--- config.mk ---
export PLATFORM = sky130hd
export DESIGN_NAME = reset_stretch
export DESIGN_NICKNAME = d
export VERILOG_FILES = /design/src/design/mem_pkg.sv /design/src/design/reset_stretch.sv
export SDC_FILE = /design/constraint.sdc
export NUM_CORES = 1
export LEC_CHECK = 0
export BUFFER_PORTS_ARGS = -buffer_cell sky130_fd_sc_hd__buf_2
export CORE_AREA = 2 2 39 41
export DETAILED_ROUTE_END_ITERATION = 10
export DIE_AREA = 0 0 41 43
export HOLD_SLACK_MARGIN = 0.15
export SLEW_MARGIN = 20
export SYNTH_ARGS = -nofsm -noshare
export SYNTH_HDL_FRONTEND = slang
export SYNTH_SLANG_ARGS = --single-unit
export TNS_END_PERCENT = 10
--- constraint.sdc ---
create_clock -name clk -period 2.4 [get_ports clk]
set_input_delay 0.24 -clock clk [delete_from_list [all_inputs] [get_ports clk]]
set_output_delay 0.24 -clock clk [all_outputs]
set_load 0.02 [all_outputs]
--- src/design/mem_pkg.sv ---
package mem_pkg;

    // sizes
    localparam int DATA_W     = 32;
    localparam int STRB_W     = DATA_W / 8;
    localparam int BANK_WORDS = 256;
    localparam int NUM_BANKS  = 4;
    localparam int RST_HOLD   = 16;
    localparam int ADDR_W     = 16;

    localparam int WORD_IDX_W = $clog2(BANK_WORDS);
    localparam int BANK_IDX_W = $clog2(NUM_BANKS);
    localparam int RST_CNT_W  = $clog2(RST_HOLD + 1);

    // address map: byte offset, word index, bank number, range bits
    localparam int WORD_LSB = $clog2(STRB_W);
    localparam int BANK_LSB = WORD_LSB + WORD_IDX_W;
    localparam int OOB_LSB  = BANK_LSB + BANK_IDX_W;

    typedef logic [ADDR_W-1:0]     addr_t;
    typedef logic [DATA_W-1:0]     data_t;
    typedef logic [STRB_W-1:0]     strb_t;
    typedef logic [WORD_IDX_W-1:0] word_idx_t;
    typedef logic [BANK_IDX_W-1:0] bank_idx_t;
    typedef logic [RST_CNT_W-1:0]  rst_cnt_t;

    // one bank's view of a request
    typedef struct packed {
        logic      req;
        logic      we;
        strb_t     be;
        word_idx_t word;
        data_t     wdata;
    } mem_req_t;

endpackage
--- src/design/reset_stretch.sv ---
`timescale 1ns/1ps

module reset_stretch (
    input  logic clk,
    input  logic rst,
    output logic rst_int,
    output logic ready
);

    mem_pkg::rst_cnt_t cnt;

    // reload while rst is high, then count down to zero
    always_ff @(posedge clk) begin
        if (rst) begin
            cnt     <= mem_pkg::rst_cnt_t'(mem_pkg::RST_HOLD);
            rst_int <= 1'b1;
            ready   <= 1'b0;
        end else if (cnt != '0) begin
            cnt <= cnt - 1'b1;
        end else begin
            // stretch over, both flip on the same edge
            rst_int <= 1'b0;
            ready   <= 1'b1;
        end
    end

    // internal reset spans RST_HOLD cycles after the first low rst sample
    a_stretch_len: assert property (
        @(posedge clk) disable iff (rst)
        $fell(rst) |-> (rst_int && !ready) [*mem_pkg::RST_HOLD + 1]
                       ##1 (!rst_int && ready)
    ) else $error("internal reset stretch has the wrong length");

endmodule

==> impl_metrics.ini <==
[floorplanning]
rows = 14
core_area_sq_mm = 0.00138
start_util_pct = 25.1
ioPinCount = 4
design.die.area_sq_mm = 0.00176
fp.dieH_microns = 43
fp.dieW_microns = 41

[layout]
antenna_cells = 0
area_growth_pct = 15.5
nNetsFinal = 43
final_cell_mix = dfxtp_1 (7), inv_1 (3), nor2_1 (3), clkbuf_4 (3), buf_2 (3)
drive_gt1_share_pct = 26.3
stdcell_count = 54
final_common_cell = dfxtp_1

[clock_network]
cts_resized = 0
clockRootBuffer = clkbuf_4
cts_tree = yes
clk_pin_slew_ps = 50
postCtsSetupBuffers = 0
numCtsBuffers = 3
cts_sinks = 7
h-tree-depth = 1
clockBufferDepth = 2
cts_hold_buf = 0
clock_latency_ps = 250

[placement]
gp_congestion = 0.622
hpwlAfterDp_microns = 379
dp_cells = 50
io_buffers = 3

[worst_setup_path]
worstPathArrival_ps = 1530
slowest_stage = mux2_2
cp-end-kind = flop
start_kind = flop
cp_cell_sequence = inv_1 -> ha_1 -> nor4b_4 -> mux2_2
criticalPathCategory = flop to flop
crit_fanout = 5
crit_required_ps = 2540
critPathMaxStageDelay_ps = 370

[grt]
antenna_found_initial = 0
grt_first_pass_wirelength_microns = 862
track_usage_pct = 7.95
grt_pass1_vias = 222
overflow = 0
grt_max_degree = 11

[synthesis]
synth_cell_types = 18
seq_area_frac_synth_pct = 40.3
synth_seq_cells = 7
avgSynthCellArea_sq_um = 10.9
netlist_instances = 32
synth_top_area_share_pct = 40.3
yosys-top-cells-area = dfxtp_1 (40%), ha_1 (7.2%), nor4b_4 (6.8%), mux2_2 (6.5%), or4b_1 (5.8%)
yosys.area.top_type = dfxtp_1
syn-cell-area_sq_um = 348
ys_warn_count = 0
synth_nets = 36

[sta]
hold_violations = 0
period_minus_slack_ps = 1400
setup_viol = 0
skew_ps = 0.600
slew_violations = 0
max_slew_margin_pct = 77.2
fmax_mhz = 717
worst_slew_pin_slew_ps = 341
setup_tns_ps = 0
finalCritPeriodShare_pct = 58.1
rsz0062_at_grt = false

[routing]
drt_iter0_drc = 1
num_vias = 241
drc = 0
ant_nets = 0
viasPerCell = 4.46
avgRoutedWirePerCell_microns = 9.52
drt_pass1_iterations = 2
wl_microns = 514

[job]
max-cap-violations = 0

[pwr]
vdd_drop_max_v = 0.000638
cellPowerDensity_mw_per_mm2 = 1290
p_leak_uw = 0.000157

[outcome]
status = complete, no violations

[worst_hold_path]
min_path_type = input port to flop
path summary, 6_finish.rpt:
| kind | startpoint | to | slack, ps | cells after the start |
|---|---|---|---|---|
| worst max-delay path | cnt[0] | cnt[0] | 1000 | 4 |
| worst min-delay path | rst | ready | 290 | 2 |
| worst max register to register | cnt[0] | cnt[0] | 1000 | 4 |
| worst min register to register | ready | ready | 440 | 2 |
kinds of logic after synthesis:
family | synth area share (%)
AND/OR/NAND/NOR | 26.3
buffers and inverters | 5.40
AO/OA/AOI/OAI | 11.9
multiplexers | 6.47
adder cells (fa/ha/maj) | 7.19
flip-flops | 40.3
XOR/XNOR | 2.52
sequential cells by signal (all words and copies together) (netlist names):
signal   count
cnt          5
ready        1
rst_int      1
power by group:
group	switching [uW]	total, uW	internal [uW]
Sequential	60.0	224	164
Clock	41.9	105	63.3
Combinational	76.5	188	112
Total	178	518	339
critical path: cells and delay by family, from the launching register on:
family | cells | cell delay (ps)
muxes | 1 | 370
DFF | 1 | 330
and+or+nand+nor | 1 | 320
adders and majority gates | 1 | 170
buffers and inverters | 1 | 80
area by class of cell:
cell class | instances | area (sq um)
multi-input cells | 21 | 189
well taps | 16 | 20.0
repair buffers | 3 | 15.0
inverters | 3 | 11.3
fillers | 153 | 982
flip-flops and latches | 7 | 140
clock buffers | 4 | 26.3
stage by stage:
stage	util (%)	cell area, sq um	total power [uW]	setup WS (ps)	hold WS (ps)
after floorplan	-	348	381	1100	465
after global placement	27.1	375	411	1010	432
after detailed placement	27.1	375	419	969	435
after CTS	29.0	402	528	967	288
after global routing	29.0	402	563	851	310
final	29.0	402	518	1000	289
routing by layer:
| metal | vias up | wire length [microns] | global-route usage (%) |
|---|---|---|---|
| li1 | 128 | - | - |
| met3 | 0 | 51 | 7.85 |
| met1 | 106 | 237 | 7.12 |
| met2 | 7 | 225 | 11.3 |
| met5 | - | 0 | 0 |
| met4 | 0 | 0 | 4.00 |
synth_stat cells, drive strengths merged:
cell	count
nor2b	2
nor4b	1
nor2	3
mux2	2
a2bb2oi	1
or4	1
a21o	1
inv	3
nor3	1
xnor2	1
a211oi	1
o31ai	1
buf	1
ha	2
dfxtp	7
nand4bb	1
or4b	2
a21oi	1
No activity file was read; power rests on OpenSTA's default activity.
