**config.mk**
```make
export PLATFORM = sky130hd
export DESIGN_NAME = read_mux
export DESIGN_NICKNAME = d
export VERILOG_FILES = /design/src/design/mem_pkg.sv /design/src/design/read_mux.sv
export SDC_FILE = /design/constraint.sdc
export NUM_CORES = 1
export LEC_CHECK = 0
export BUFFER_PORTS_ARGS = -buffer_cell sky130_fd_sc_hd__buf_2
export CAP_MARGIN = 0
export CORE_MARGIN = 2
export CORE_UTILIZATION = 26
export DETAILED_ROUTE_END_ITERATION = 12
export PLACE_DENSITY = 0.87
export SYNTH_ARGS = -nofsm -noshare
export SYNTH_HDL_FRONTEND = slang
export SYNTH_SLANG_ARGS = --single-unit
```
**constraint.sdc**
```tcl
create_clock -name clk -period 1.05 [get_ports clk]
set_clock_uncertainty 0.15 [all_clocks]
set_input_delay 0.1575 -clock clk [delete_from_list [all_inputs] [get_ports clk]]
set_output_delay 0.1575 -clock clk [all_outputs]
set_load 0.05 [all_outputs]
```
**src/design/mem_pkg.sv**
```systemverilog
package mem_pkg;

    // sizes
    localparam int DATA_W     = 32;
    localparam int STRB_W     = DATA_W / 8;
    localparam int BANK_WORDS = 256;
    localparam int NUM_BANKS  = 4;
    localparam int RST_HOLD   = 16;
    localparam int ADDR_W     = 16;

    localparam int WORD_IDX_W = $clog2(BANK_WORDS);
    localparam int BANK_IDX_W = $clog2(NUM_BANKS);
    localparam int RST_CNT_W  = $clog2(RST_HOLD + 1);

    // address map: byte offset, word index, bank number, range bits
    localparam int WORD_LSB = $clog2(STRB_W);
    localparam int BANK_LSB = WORD_LSB + WORD_IDX_W;
    localparam int OOB_LSB  = BANK_LSB + BANK_IDX_W;

    typedef logic [ADDR_W-1:0]     addr_t;
    typedef logic [DATA_W-1:0]     data_t;
    typedef logic [STRB_W-1:0]     strb_t;
    typedef logic [WORD_IDX_W-1:0] word_idx_t;
    typedef logic [BANK_IDX_W-1:0] bank_idx_t;
    typedef logic [RST_CNT_W-1:0]  rst_cnt_t;

    // one bank's view of a request
    typedef struct packed {
        logic      req;
        logic      we;
        strb_t     be;
        word_idx_t word;
        data_t     wdata;
    } mem_req_t;

endpackage
```
**src/design/read_mux.sv**
```systemverilog
`timescale 1ns/1ps

module read_mux (
    input  logic               clk,
    input  logic               rst,
    input  logic               rd_go,
    input  mem_pkg::bank_idx_t sel,
    input  logic               oob,
    input  mem_pkg::data_t     bank_rdata [mem_pkg::NUM_BANKS],
    output mem_pkg::data_t     rdata,
    output logic               rvalid,
    output logic               err
);

    mem_pkg::bank_idx_t sel_q;

    // response flags, one cycle behind the request
    always_ff @(posedge clk) begin
        if (rst) begin
            rvalid <= 1'b0;
            err    <= 1'b0;
        end else begin
            rvalid <= rd_go;
            err    <= oob;
        end
    end

    // bank select lines up with the bank's registered data
    always_ff @(posedge clk) begin
        sel_q <= sel;
    end

    // zero data on an error response
    assign rdata = err ? '0 : bank_rdata[sel_q];

    // decoder never flags a read and a range error together
    a_resp_exclusive: assert property (
        @(posedge clk) disable iff (rst) !(rvalid && err)
    ) else $error("rvalid and err high together");

endmodule

```
==> out/metrics.yaml <==
place:
  gp_congestion: 0.748
  dpl_cell_area_um2: 2450
  hpwl_mm: 4.44
  portBuffers: 167
worst_setup_path:
  start_kind: "flop"
  required_ps: 740
  crit_fanout: 19
  end_kind: "output pin"
  criticalPathCategory: "reg -> out"
  critPathLaunch: "sel_q[0]$_DFF_P_"
  endpoint: "rdata[9]"
  arrival_ps: 1490
synthesis:
  syn_nets: 252
  yosys_warnings: 0
  ys_top_cells_by_area: "mux2i_1 (59%), o22ai_1 (18%), buf_6 (11%)"
  syn_area_per_cell_um2: 9.18
  yosys.area.top_type: "mux2i_1"
  synth_cell_type_count: 9
  synth_top_cell_area_share_pct: 59.1
  synth_cells: 118
  synth_area_um2: 1080
  synth_seq_area_share_pct: 7.39
  synth-seq-cells: 4
floorplan:
  die_area_um2: 4700
  rows: 23
  io_pins: 168
  core-area_um2: 4000
  start_util_pct: 27.1
  die_w_um: 68.6
  die_height_um: 68.6
power:
  p_comb_share_pct: 79.8
  p_leak_nw: 1.28
  internal-power_w: 0.00128
  ir_drop_v: 0.000672
  power_switching_share_pct: 48.1
  pwr_density_cell_nw_per_um2: 822
  clkPwrFrac_pct: 13.4
  p_seq_share_pct: 6.9
  switchingPower_w: 0.00119
sta:
  tns_ps: -22590
  hold_viol: 0
  layout_min_cycle_time_ps: 1800
  worstMarginPinSlew_ps: 269
  slew_violations: 0
  slew_headroom_pct: 81.5
  grt_setup_unrepaired: "yes"
  setup_ws_ps: -746
  max_freq_mhz: 557
  finalCritPeriodShare_pct: 171
  setup_viol_count_final: 32
routing:
  drc_errors: 0
  routed_wl_mm: 6.09
  drt.antenna.violating_nets: 0
  avgRoutedWirePerCell_um: 18.1
  via_per_inst: 5.14
  first_iter_violations: 36
  vias: 1732
  dr.pass1.iters: 4
global_route:
  gr-total-overflow: 0
  track_usage_pct: 20.2
  grt_max_degree: 25
  antenna_found_initial: 0
  grt_first_pass_wirelength_mm: 7.13
  grt_pass1_vias: 1625
clock_tree:
  htreeDepth: 1
  cts_buffers: 3
  cts_sinks: 4
  clk_path_buf_depth: 2
  cts_tree: "yes"
  clk_pin_slew_worst_paths_ps: 30
  root_buffer: "clkbuf_8"
hold_path:
  hold_path.class: "in -> reg"
layout:
  nets: 423
  n_antenna_cell: 0
  area_growth_pct: 178
  fin_area_um2: 3010
  drive_gt1_share_pct: 95.1
  nFillCells: 264
run:
  cap_violations: 0
run_status:
  violations: "setup timing"
  status: "complete, but fails checks"
-- cell usage after synthesis --
cell type  instances
or2_1              1
dfxtp_1            4
buf_2              1
clkbuf_1           2
mux2i_1           64
nor2b_1            2
buf_6             11
o22ai_1           32
or2b_1             1
-- what timing repair did --
item / 4_1_cts / 5_1_grt
setup buffers: 0 / 0
hold buffers: 3 / 0
gates cloned: 1 / 1
endpoints found under the setup margin: 34 / 33
hold endpoints to repair: 4 / 0
resized for setup: 48 / 58
-- metal layers --
layer,share of wire [%],up-vias,global-route usage (%)
met1,32,796,22.4
met5,0,-,0
li1,-,818,-
met3,9.1,8,3.25
met4,1.0,0,5.50
met2,58,110,39.1
-- final cells by class --
cell class                      instances  area, µm²  share of cell area [%]
Multi-Input combinational cell        100       1660                    55.2
Tap cell                               50       62.6                    2.08
Timing Repair Buffer                  180       1160                    38.5
Sequential cell                         4       87.6                    2.91
Clock buffer                            3       41.3                    1.37
-- power groups by stage --
| stage | Sequential (W) | Clock (W) | Combinational (W) |
|---|---|---|---|
| final | 0.000170 | 0.000331 | 0.00198 |
| after global routing | 0.000171 | 0.000339 | 0.00206 |
| after CTS | 0.000168 | 0.000337 | 0.00179 |
| after detailed placement | 0.000170 | 0 | 0.00164 |
| after global placement | 0.000169 | 0 | 0.00160 |
| after floorplan | 0.000180 | 0 | 0.00118 |
-- sequential cells by signal, indices dropped and copies added (netlist names) --
signal / flops
sel_q: 2
err: 1
rvalid: 1
-- stage by stage --
stage	utilization, %	setup WS (ps)	hold slack, ps	cells	total power [W]
finish	75.3	-746	17.4	337	0.00248
global route	75.3	-788	37.1	337	0.00257
CTS	67.8	-751	8.15	336	0.00229
detailed placement	61.4	-558	121	329	0.00181
global placement	61.4	-525	112	329	0.00177
floorplan	-	-525	35.2	118	0.00136
-- cells in the final DEF (no fill, tap or decap) --
cell and count:
clkbuf_16 1, or2b_4 1, mux2i_4 16, o22ai_4 31
dfxtp_1 2, dfxtp_4 2, buf_4 16, clkbuf_8 3
clkbuf_4 1, buf_12 8, o22ai_2 1, buf_6 6
or2_4 1, buf_16 1, mux2i_2 41, dlygate4sd3_1 3
mux2i_1 7, buf_2 144, nor2b_1 2
-- kinds of logic after synthesis --
| logic type | synth area share (%) |
|---|---|
| AO/OA/AOI/OAI | 18.5 |
| buffers and inverters | 12.6 |
| flip-flops | 7.39 |
| multiplexers | 59.1 |
| AND/OR/NAND/NOR | 2.43 |
-- critical path, stage by stage, from the launching register on --
cell and delay [ps]:
dfxtp_4 410, buf_12 210, mux2i_2 310, o22ai_4 110, buf_2 220
-- worst min path at each step --
stage / depth (start not counted) / to / startpoint
floorplan: 0 / sel_q[0]$_DFF_P_ / sel[0]
global placement: 1 / sel_q[1]$_DFF_P_ / sel[1]
detailed placement: 1 / sel_q[0]$_DFF_P_ / sel[0]
CTS: 2 / rvalid$_SDFF_PP0_ / rd_go
global route: 2 / err$_SDFF_PP0_ / oob
finish: 2 / err$_SDFF_PP0_ / oob
Power figures use the tool's default switching activity.
