--- config.mk ---
export PLATFORM = sky130hd
export DESIGN_NAME = bank_decoder
export DESIGN_NICKNAME = d
export VERILOG_FILES = /design/src/design/mem_pkg.sv /design/src/design/bank_decoder.sv
export SDC_FILE = /design/constraint.sdc
export NUM_CORES = 1
export LEC_CHECK = 0
export ABC_AREA = 0
export BUFFER_PORTS_ARGS = -buffer_cell sky130_fd_sc_hd__buf_2
export CORE_AREA = 2 2 95 97
export DETAILED_ROUTE_END_ITERATION = 12
export DIE_AREA = 0 0 97 99
export GPL_TIMING_DRIVEN = 0
export MAX_ROUTING_LAYER = met4
export PLACE_DENSITY = 0.54
export SLEW_MARGIN = 0
export SYNTH_ARGS = -nofsm -noshare
export SYNTH_HDL_FRONTEND = slang
export SYNTH_SLANG_ARGS = --single-unit
--- constraint.sdc ---
create_clock -name vclk -period 2.41
set_clock_uncertainty 0.15 [all_clocks]
set_input_delay 0.1205 -clock vclk [all_inputs]
set_output_delay 0.1205 -clock vclk [all_outputs]
set_load 0.005 [all_outputs]
--- src/design/mem_pkg.sv ---
package mem_pkg;

    // sizes
    localparam int DATA_W     = 32;
    localparam int STRB_W     = DATA_W / 8;
    localparam int BANK_WORDS = 256;
    localparam int NUM_BANKS  = 4;
    localparam int RST_HOLD   = 16;
    localparam int ADDR_W     = 16;

    localparam int WORD_IDX_W = $clog2(BANK_WORDS);
    localparam int BANK_IDX_W = $clog2(NUM_BANKS);
    localparam int RST_CNT_W  = $clog2(RST_HOLD + 1);

    // address map: byte offset, word index, bank number, range bits
    localparam int WORD_LSB = $clog2(STRB_W);
    localparam int BANK_LSB = WORD_LSB + WORD_IDX_W;
    localparam int OOB_LSB  = BANK_LSB + BANK_IDX_W;

    typedef logic [ADDR_W-1:0]     addr_t;
    typedef logic [DATA_W-1:0]     data_t;
    typedef logic [STRB_W-1:0]     strb_t;
    typedef logic [WORD_IDX_W-1:0] word_idx_t;
    typedef logic [BANK_IDX_W-1:0] bank_idx_t;
    typedef logic [RST_CNT_W-1:0]  rst_cnt_t;

    // one bank's view of a request
    typedef struct packed {
        logic      req;
        logic      we;
        strb_t     be;
        word_idx_t word;
        data_t     wdata;
    } mem_req_t;

endpackage
--- src/design/bank_decoder.sv ---
`timescale 1ns/1ps

module bank_decoder (
    input  logic               ready,
    input  logic               req,
    input  mem_pkg::addr_t     addr,
    input  logic               we,
    input  mem_pkg::strb_t     be,
    input  mem_pkg::data_t     wdata,
    output mem_pkg::mem_req_t  bank_req [mem_pkg::NUM_BANKS],
    output logic               rd_go,
    output mem_pkg::bank_idx_t sel,
    output logic               oob
);

    logic                          accept;
    logic                          out_of_range;
    mem_pkg::word_idx_t            word;
    mem_pkg::bank_idx_t            bank;
    logic [mem_pkg::NUM_BANKS-1:0] hit;

    // split the byte address, low offset bits dropped
    assign word         = addr[mem_pkg::WORD_LSB +: mem_pkg::WORD_IDX_W];
    assign bank         = addr[mem_pkg::BANK_LSB +: mem_pkg::BANK_IDX_W];
    assign out_of_range = |addr[mem_pkg::ADDR_W-1:mem_pkg::OOB_LSB];

    // requests only count once the subsystem is ready
    assign accept = ready && req;

    // fan out, only the addressed bank sees req
    for (genvar i = 0; i < mem_pkg::NUM_BANKS; i++) begin : g_fanout
        assign hit[i] = accept && !out_of_range &&
                        (bank == mem_pkg::bank_idx_t'(i));

        assign bank_req[i].req   = hit[i];
        assign bank_req[i].we    = we;
        assign bank_req[i].be    = be;
        assign bank_req[i].word  = word;
        assign bank_req[i].wdata = wdata;
    end

    // response side info for the read mux
    assign rd_go = accept && !out_of_range && !we;
    assign oob   = accept && out_of_range;
    assign sel   = bank;

endmodule

==> reports/metrics.csv, run 1 <==
metric,value,unit
start_kind,primary input,
diodes,0,
pin_count,243,
drt-initial-drc-count,6,
die_x,97,um
whs,0.2562,ns
place_congestion,0.7494,
layout.nets,447,
syn_area_per_cell,7.429,um2
tightestPinTransition,0.2479,ns
row_count,34,
routed_wirelength,3.866,mm
nFillCells,937,
crit_fanout,6,
synth_area_leaders,"buf_4 95%, nor4b_2 1.0%, nor4_1 0.87%, nor3_1 0.70%, nand2_1 0.52%",
seq_area_frac_synth,0,
area_delta_synth_final,78.18,%
synth_cells,193,
antenna_found_initial,0,
status,"complete, no violations",
leakagePower,1.676,nW
die_h,99,um
wire_per_inst,7.763,um
grt-ovfl-total,0,
critPathLaunch,addr[15],
cpPeakStageDelay,0.50,ns
critPathRequiredTime,2.14,ns
via_per_inst,3.171,
syn-num-nets,248,
track_usage,0.06572,
hold_viol_final,0,
finalSetupViolCount,0,
synth_cell_types,9,
cp-end-kind,primary output,
vias,1579,
start_util,0.1677,
hp-start,be[2],
ant_nets,0,
ys_warn_count,0,
grt_max_degree,7,
grt_pass1_vias,1305,
seqCellArea,0,um2
io_buffers,197,
post_cts.repair.setup_buffers,0,
seq_cells,0,
crit_top_cell,buf_2,
cp_cell_sequence,buf_2 -> or4_1 -> buf_2 -> nor4_1 -> buf_2,
remaining_drc_errors,0,
min_path_type,in -> out,
cap_violations,0,
fin_crit_sh,0.6516,
max_freq,636.8,MHz
setup-tns-final,0,ns
dieArea,9603,um2
core_area,8551,um2
crit_slowest_cell,or4_1,
slew_headroom,0.8332,
synth_top_area_share,0.9529,
clock_buffers,0,
grt_setup_unrepaired,no,
grt_pass1_wl,5.478,mm
holdBufCountCts,0,
postCtsResizedCells,0,
dp_hpwl,3.662,mm
cp_data_arrival_time,1.30,ns
drtPass1Iterations,2,
yosys.area.top_type,buf_4,
drv_slew,0,
crit_type,in -> out,
final_layout_size_suffix_gt1_frac,0.9769,
period_minus_slack,1.570,ns
p_per_area,158.1,nW/um2
peakVddDrop,0.06880,mV
netlist_area,1434,um2
synth_stat cells:
library cell and n:
nand2_1 2, nor2b_1 1, nor4_1 2, nor3_1 2
or4_1 1, nor4b_2 1, buf_2 1, inv_1 1
buf_4 182
cell type report:
cell class	instances	area, um2	share of cell area
Inverter	1	3.754	0.001469
Tap cell	108	135.1	0.05289
Timing Repair Buffer	197	985.9	0.3859
Buffer	183	1371	0.5367
Multi-Input combinational cell	9	58.81	0.02302
metal layers:
metal  up-vias  track usage  wire (um)
li1        800            -          -
met1       647      0.05185        996
met2       132       0.1592       2316
met3         0     0.007801        553
met4         0            0          0
met5         -            -          0
critical path: cells and delay by family:
kind                   cells  cell delay [ns]
buffers and inverters      3             0.43
AND/OR/NAND/NOR            2             0.75
power by group:
part / switching, mW / leakage (nW) / internal, mW
Combinational: 0.113 / 1.68 / 0.291
Sequential: 0 / 0 / 0
Clock: 0 / 0 / 0
Total: 0.113 / 1.68 / 0.291
worst paths after layout:
path	end	slack (ns)	cells after the start
setup / recovery	bank_req[183]	0.84	5
hold / removal	bank_req[134]	0.26	2
placed cells by master, fill, tap and decap left out:
master,count
buf_4,182
nor3_1,2
nor4b_2,1
nand2_1,2
buf_2,198
inv_1,1
nor2b_1,1
nor4_1,2
or4_1,1
per-stage QoR:
step	utilization	instances	setup WS, ns	total power [mW]	area [um2]
5_1_grt	0.2988	498	0.7826	0.4367	2555
3_3_place_gp	0.2988	498	0.8816	0.4087	2555
2_1_floorplan	-	193	1.092	0.2494	1434
4_1_cts	0.2988	498	0.8712	0.4109	2555
6_report	0.2988	498	0.8397	0.4040	2555
3_5_place_dp	0.2988	498	0.8819	0.4100	2555
kinds of logic after synthesis:
logic type	count (synthesis)	share of synthesized area
and+or+nand+nor	9	0.04101
buffers and inverters	184	0.9590
No activity file was read; power rests on OpenSTA's default activity.
==> run 2: changes to the inputs <==
--- a/config.mk
+++ b/config.mk
@@ -12,7 +12,7 @@
 export DIE_AREA = 0 0 97 99
 export GPL_TIMING_DRIVEN = 0
 export MAX_ROUTING_LAYER = met4
-export PLACE_DENSITY = 0.54
+export PLACE_DENSITY = 0.56
 export SLEW_MARGIN = 0
 export SYNTH_ARGS = -nofsm -noshare
 export SYNTH_HDL_FRONTEND = slang
==> constraint.sdc (replaced) <==
create_clock -name vclk -period 1.3
set_clock_uncertainty 0.15 [all_clocks]
set_input_delay 0.065 -clock vclk [all_inputs]
set_output_delay 0.065 -clock vclk [all_outputs]
set_load 0.005 [all_outputs]
==> run 2 against run 1 <==
The flow now finishes with violations (negative setup slack). First-iteration DRC count up 100%. Wire length up 6.0%. Global-route usage up 0.75 points. Cell area up 2.1%. Critical path type unchanged. Critical endpoint is now bank_req[137].
==> reports/metrics.csv, run 2 (same netlist as run 1, synthesis figures left out) <==
metric,value,unit,change
grt_pass1_vias,1394,,was 1305
hold_depth,2,,unchanged
final_layout_size_suffix_gt1_frac,0.9872,,was 0.9769
hp-start,wdata[25],,was be[2]
drt-initial-drc-count,12,,was 6
finalSetupViolCount,6,,was 0
power_frac_seq,0,,about the same
cpPeakStageDelay,0.59,ns,was 0.50 ns
slew_headroom,0.7633,,was 0.8332
row_count,34,,unchanged
cp_data_arrival_time,1.18,ns,was 1.30 ns
die_x,97,um,unchanged
dieArea,9603,um2,unchanged
holdBufCountCts,0,,unchanged
pin_count,243,,unchanged
peakVddDrop,0.1263,mV,was 0.06880 mV
wire_per_inst,8.210,um,was 7.763 um
crit_type,in -> out,,unchanged
cp_num_buf_inv,2,,was 3
cap_violations,0,,unchanged
core_area,8551,um2,unchanged
grt_max_degree,7,,unchanged
crit_slowest_cell,or4_4,,was or4_1
mostFrequentLayoutCells,"196 x buf_2, 184 x buf_4, 2 x nand2_1, 2 x nor3_2",,"was 198 x buf_2, 182 x buf_4, 2 x nand2_1, 2 x nor4_1, 2 x nor3_1"
grt_setup_unrepaired,yes,,was no
ant_nets,0,,unchanged
dp_hpwl,3.790,mm,was 3.662 mm
leakagePower,1.697,nW,was 1.676 nW
tightestPinTransition,0.3542,ns,was 0.2479 ns
fin_crit_sh,1.075,,
min_path_type,in -> out,,unchanged
p_per_area,292.8,nW/um2,was 158.1 nW/um2
hold_viol_final,0,,unchanged
worstHoldEndpoint,bank_req[117],,was bank_req[134]
diodes,0,,unchanged
die_h,99,um,unchanged
remaining_drc_errors,0,,unchanged
final_cells,499,,was 498
timing.final.ws_setup,-0.09763,ns,was 0.8397 ns
routed_wirelength,4.097,mm,was 3.866 mm
antenna_found_initial,0,,unchanged
io_buffers,197,,unchanged
vias,1583,,was 1579
cp-end-kind,primary output,,unchanged
p_switching,0.2191,mW,was 0.1129 mW
setup-tns-final,-0.3884,ns,was 0 ns
grt-ovfl-total,0,,unchanged
status,finished with violations,,"was complete, no violations"
grt_pass1_wl,6.092,mm,was 5.478 mm
drv_slew,0,,unchanged
whs,0.1454,ns,was 0.2562 ns
layout.nets,448,,was 447
start_util,0.1677,,unchanged
cell_internal_pwr,0.5448,mW,was 0.2911 mW
crit_fanout,5,,was 6
seq_cells,0,,unchanged
place_congestion,0.7644,,was 0.7494
track_usage,0.07319,,was 0.06572
clock_buffers,0,,unchanged
dpl.cell_count,498,,unchanged
p_clk_frac,0,,about the same
via_per_inst,3.172,,was 3.171
seqCellArea,0,um2,unchanged
combPwrFrac,1.000,,about the same
drtPass1Iterations,4,,was 2
start_kind,primary input,,unchanged
crit_family,simple AND/OR/NAND/NOR gates,,unchanged
violations,negative setup slack,,
area_delta_synth_final,81.94,%,was 78.18%
critPathRequiredTime,1.09,ns,was 2.14 ns
swShare,0.2868,,was 0.2794
cp_cell_sequence,buf_6 -> or4_4 -> nor4b_4 -> buf_2,,was buf_2 -> or4_1 -> buf_2 -> nor4_1 -> buf_2
final_common_cell,buf_2,,unchanged
max_freq,715.5,MHz,
period_minus_slack,1.398,ns,
[run 2: cell types whose count changed in the layout (fill, tap and decap cells not counted), sizes merged]
cell,change
buf,+1
[run 2: worst max path at each step]
stage | startpoint | to | slack, ns | cells after the start
2_1_floorplan | addr[15] | bank_req[183] | 0.09 | 3
3_3_place_gp | addr[15] | bank_req[183] | -0.32 | 5
3_5_place_dp | addr[15] | bank_req[183] | -0.32 | 5
4_1_cts | addr[12] | bank_req[137] | -0.20 | 5
5_1_grt | addr[12] | bank_req[137] | -0.14 | 4
6_report | addr[12] | bank_req[137] | -0.1 | 4
[run 2: metal layers]
layer | GRT usage | vias to the layer above | share of wire
met5 | - | - | 0
met4 | 0.005417 | 0 | 0.0076
li1 | - | 802 | -
met2 | 0.1688 | 134 | 0.59
met3 | 0.01277 | 2 | 0.14
met1 | 0.05992 | 645 | 0.26
[run 2: metrics by stage]
stage	total power, mW	instance area (um2)	worst slack, ns	utilization
after global placement	0.7572	2555	-0.3211	0.2988
after CTS	0.7758	2615	-0.2025	0.3058
final	0.7639	2609	-0.09763	0.3051
after detailed placement	0.7614	2555	-0.3237	0.2988
after global routing	0.8246	2609	-0.1405	0.3051
after floorplan	0.4623	1434	0.09338	-
[run 2: what timing repair did]
action                     4_1_cts  5_1_grt
setup buffers                    2        0
setup endpoints to repair        6        6
cloned                           0        0
pin swaps                        3        1
gates resized for setup          8        1
[run 2: cell type report]
| type | instances | area [um2] |
|---|---|---|
| buffer | 182 | 1366 |
| fill | 913 | 5942 |
| inverter | 1 | 3.754 |
| multi-input combinational | 9 | 96.34 |
| tap | 108 | 135.1 |
| timing repair buffer | 199 | 1007 |
[run 2: power groups by stage]
stage	sequential, mW	clock, mW	combinational (mW)
after detailed placement	0	0	0.761
final	0	0	0.764
after floorplan	0	0	0.462
after global placement	0	0	0.757
after global routing	0	0	0.825
after CTS	0	0	0.776
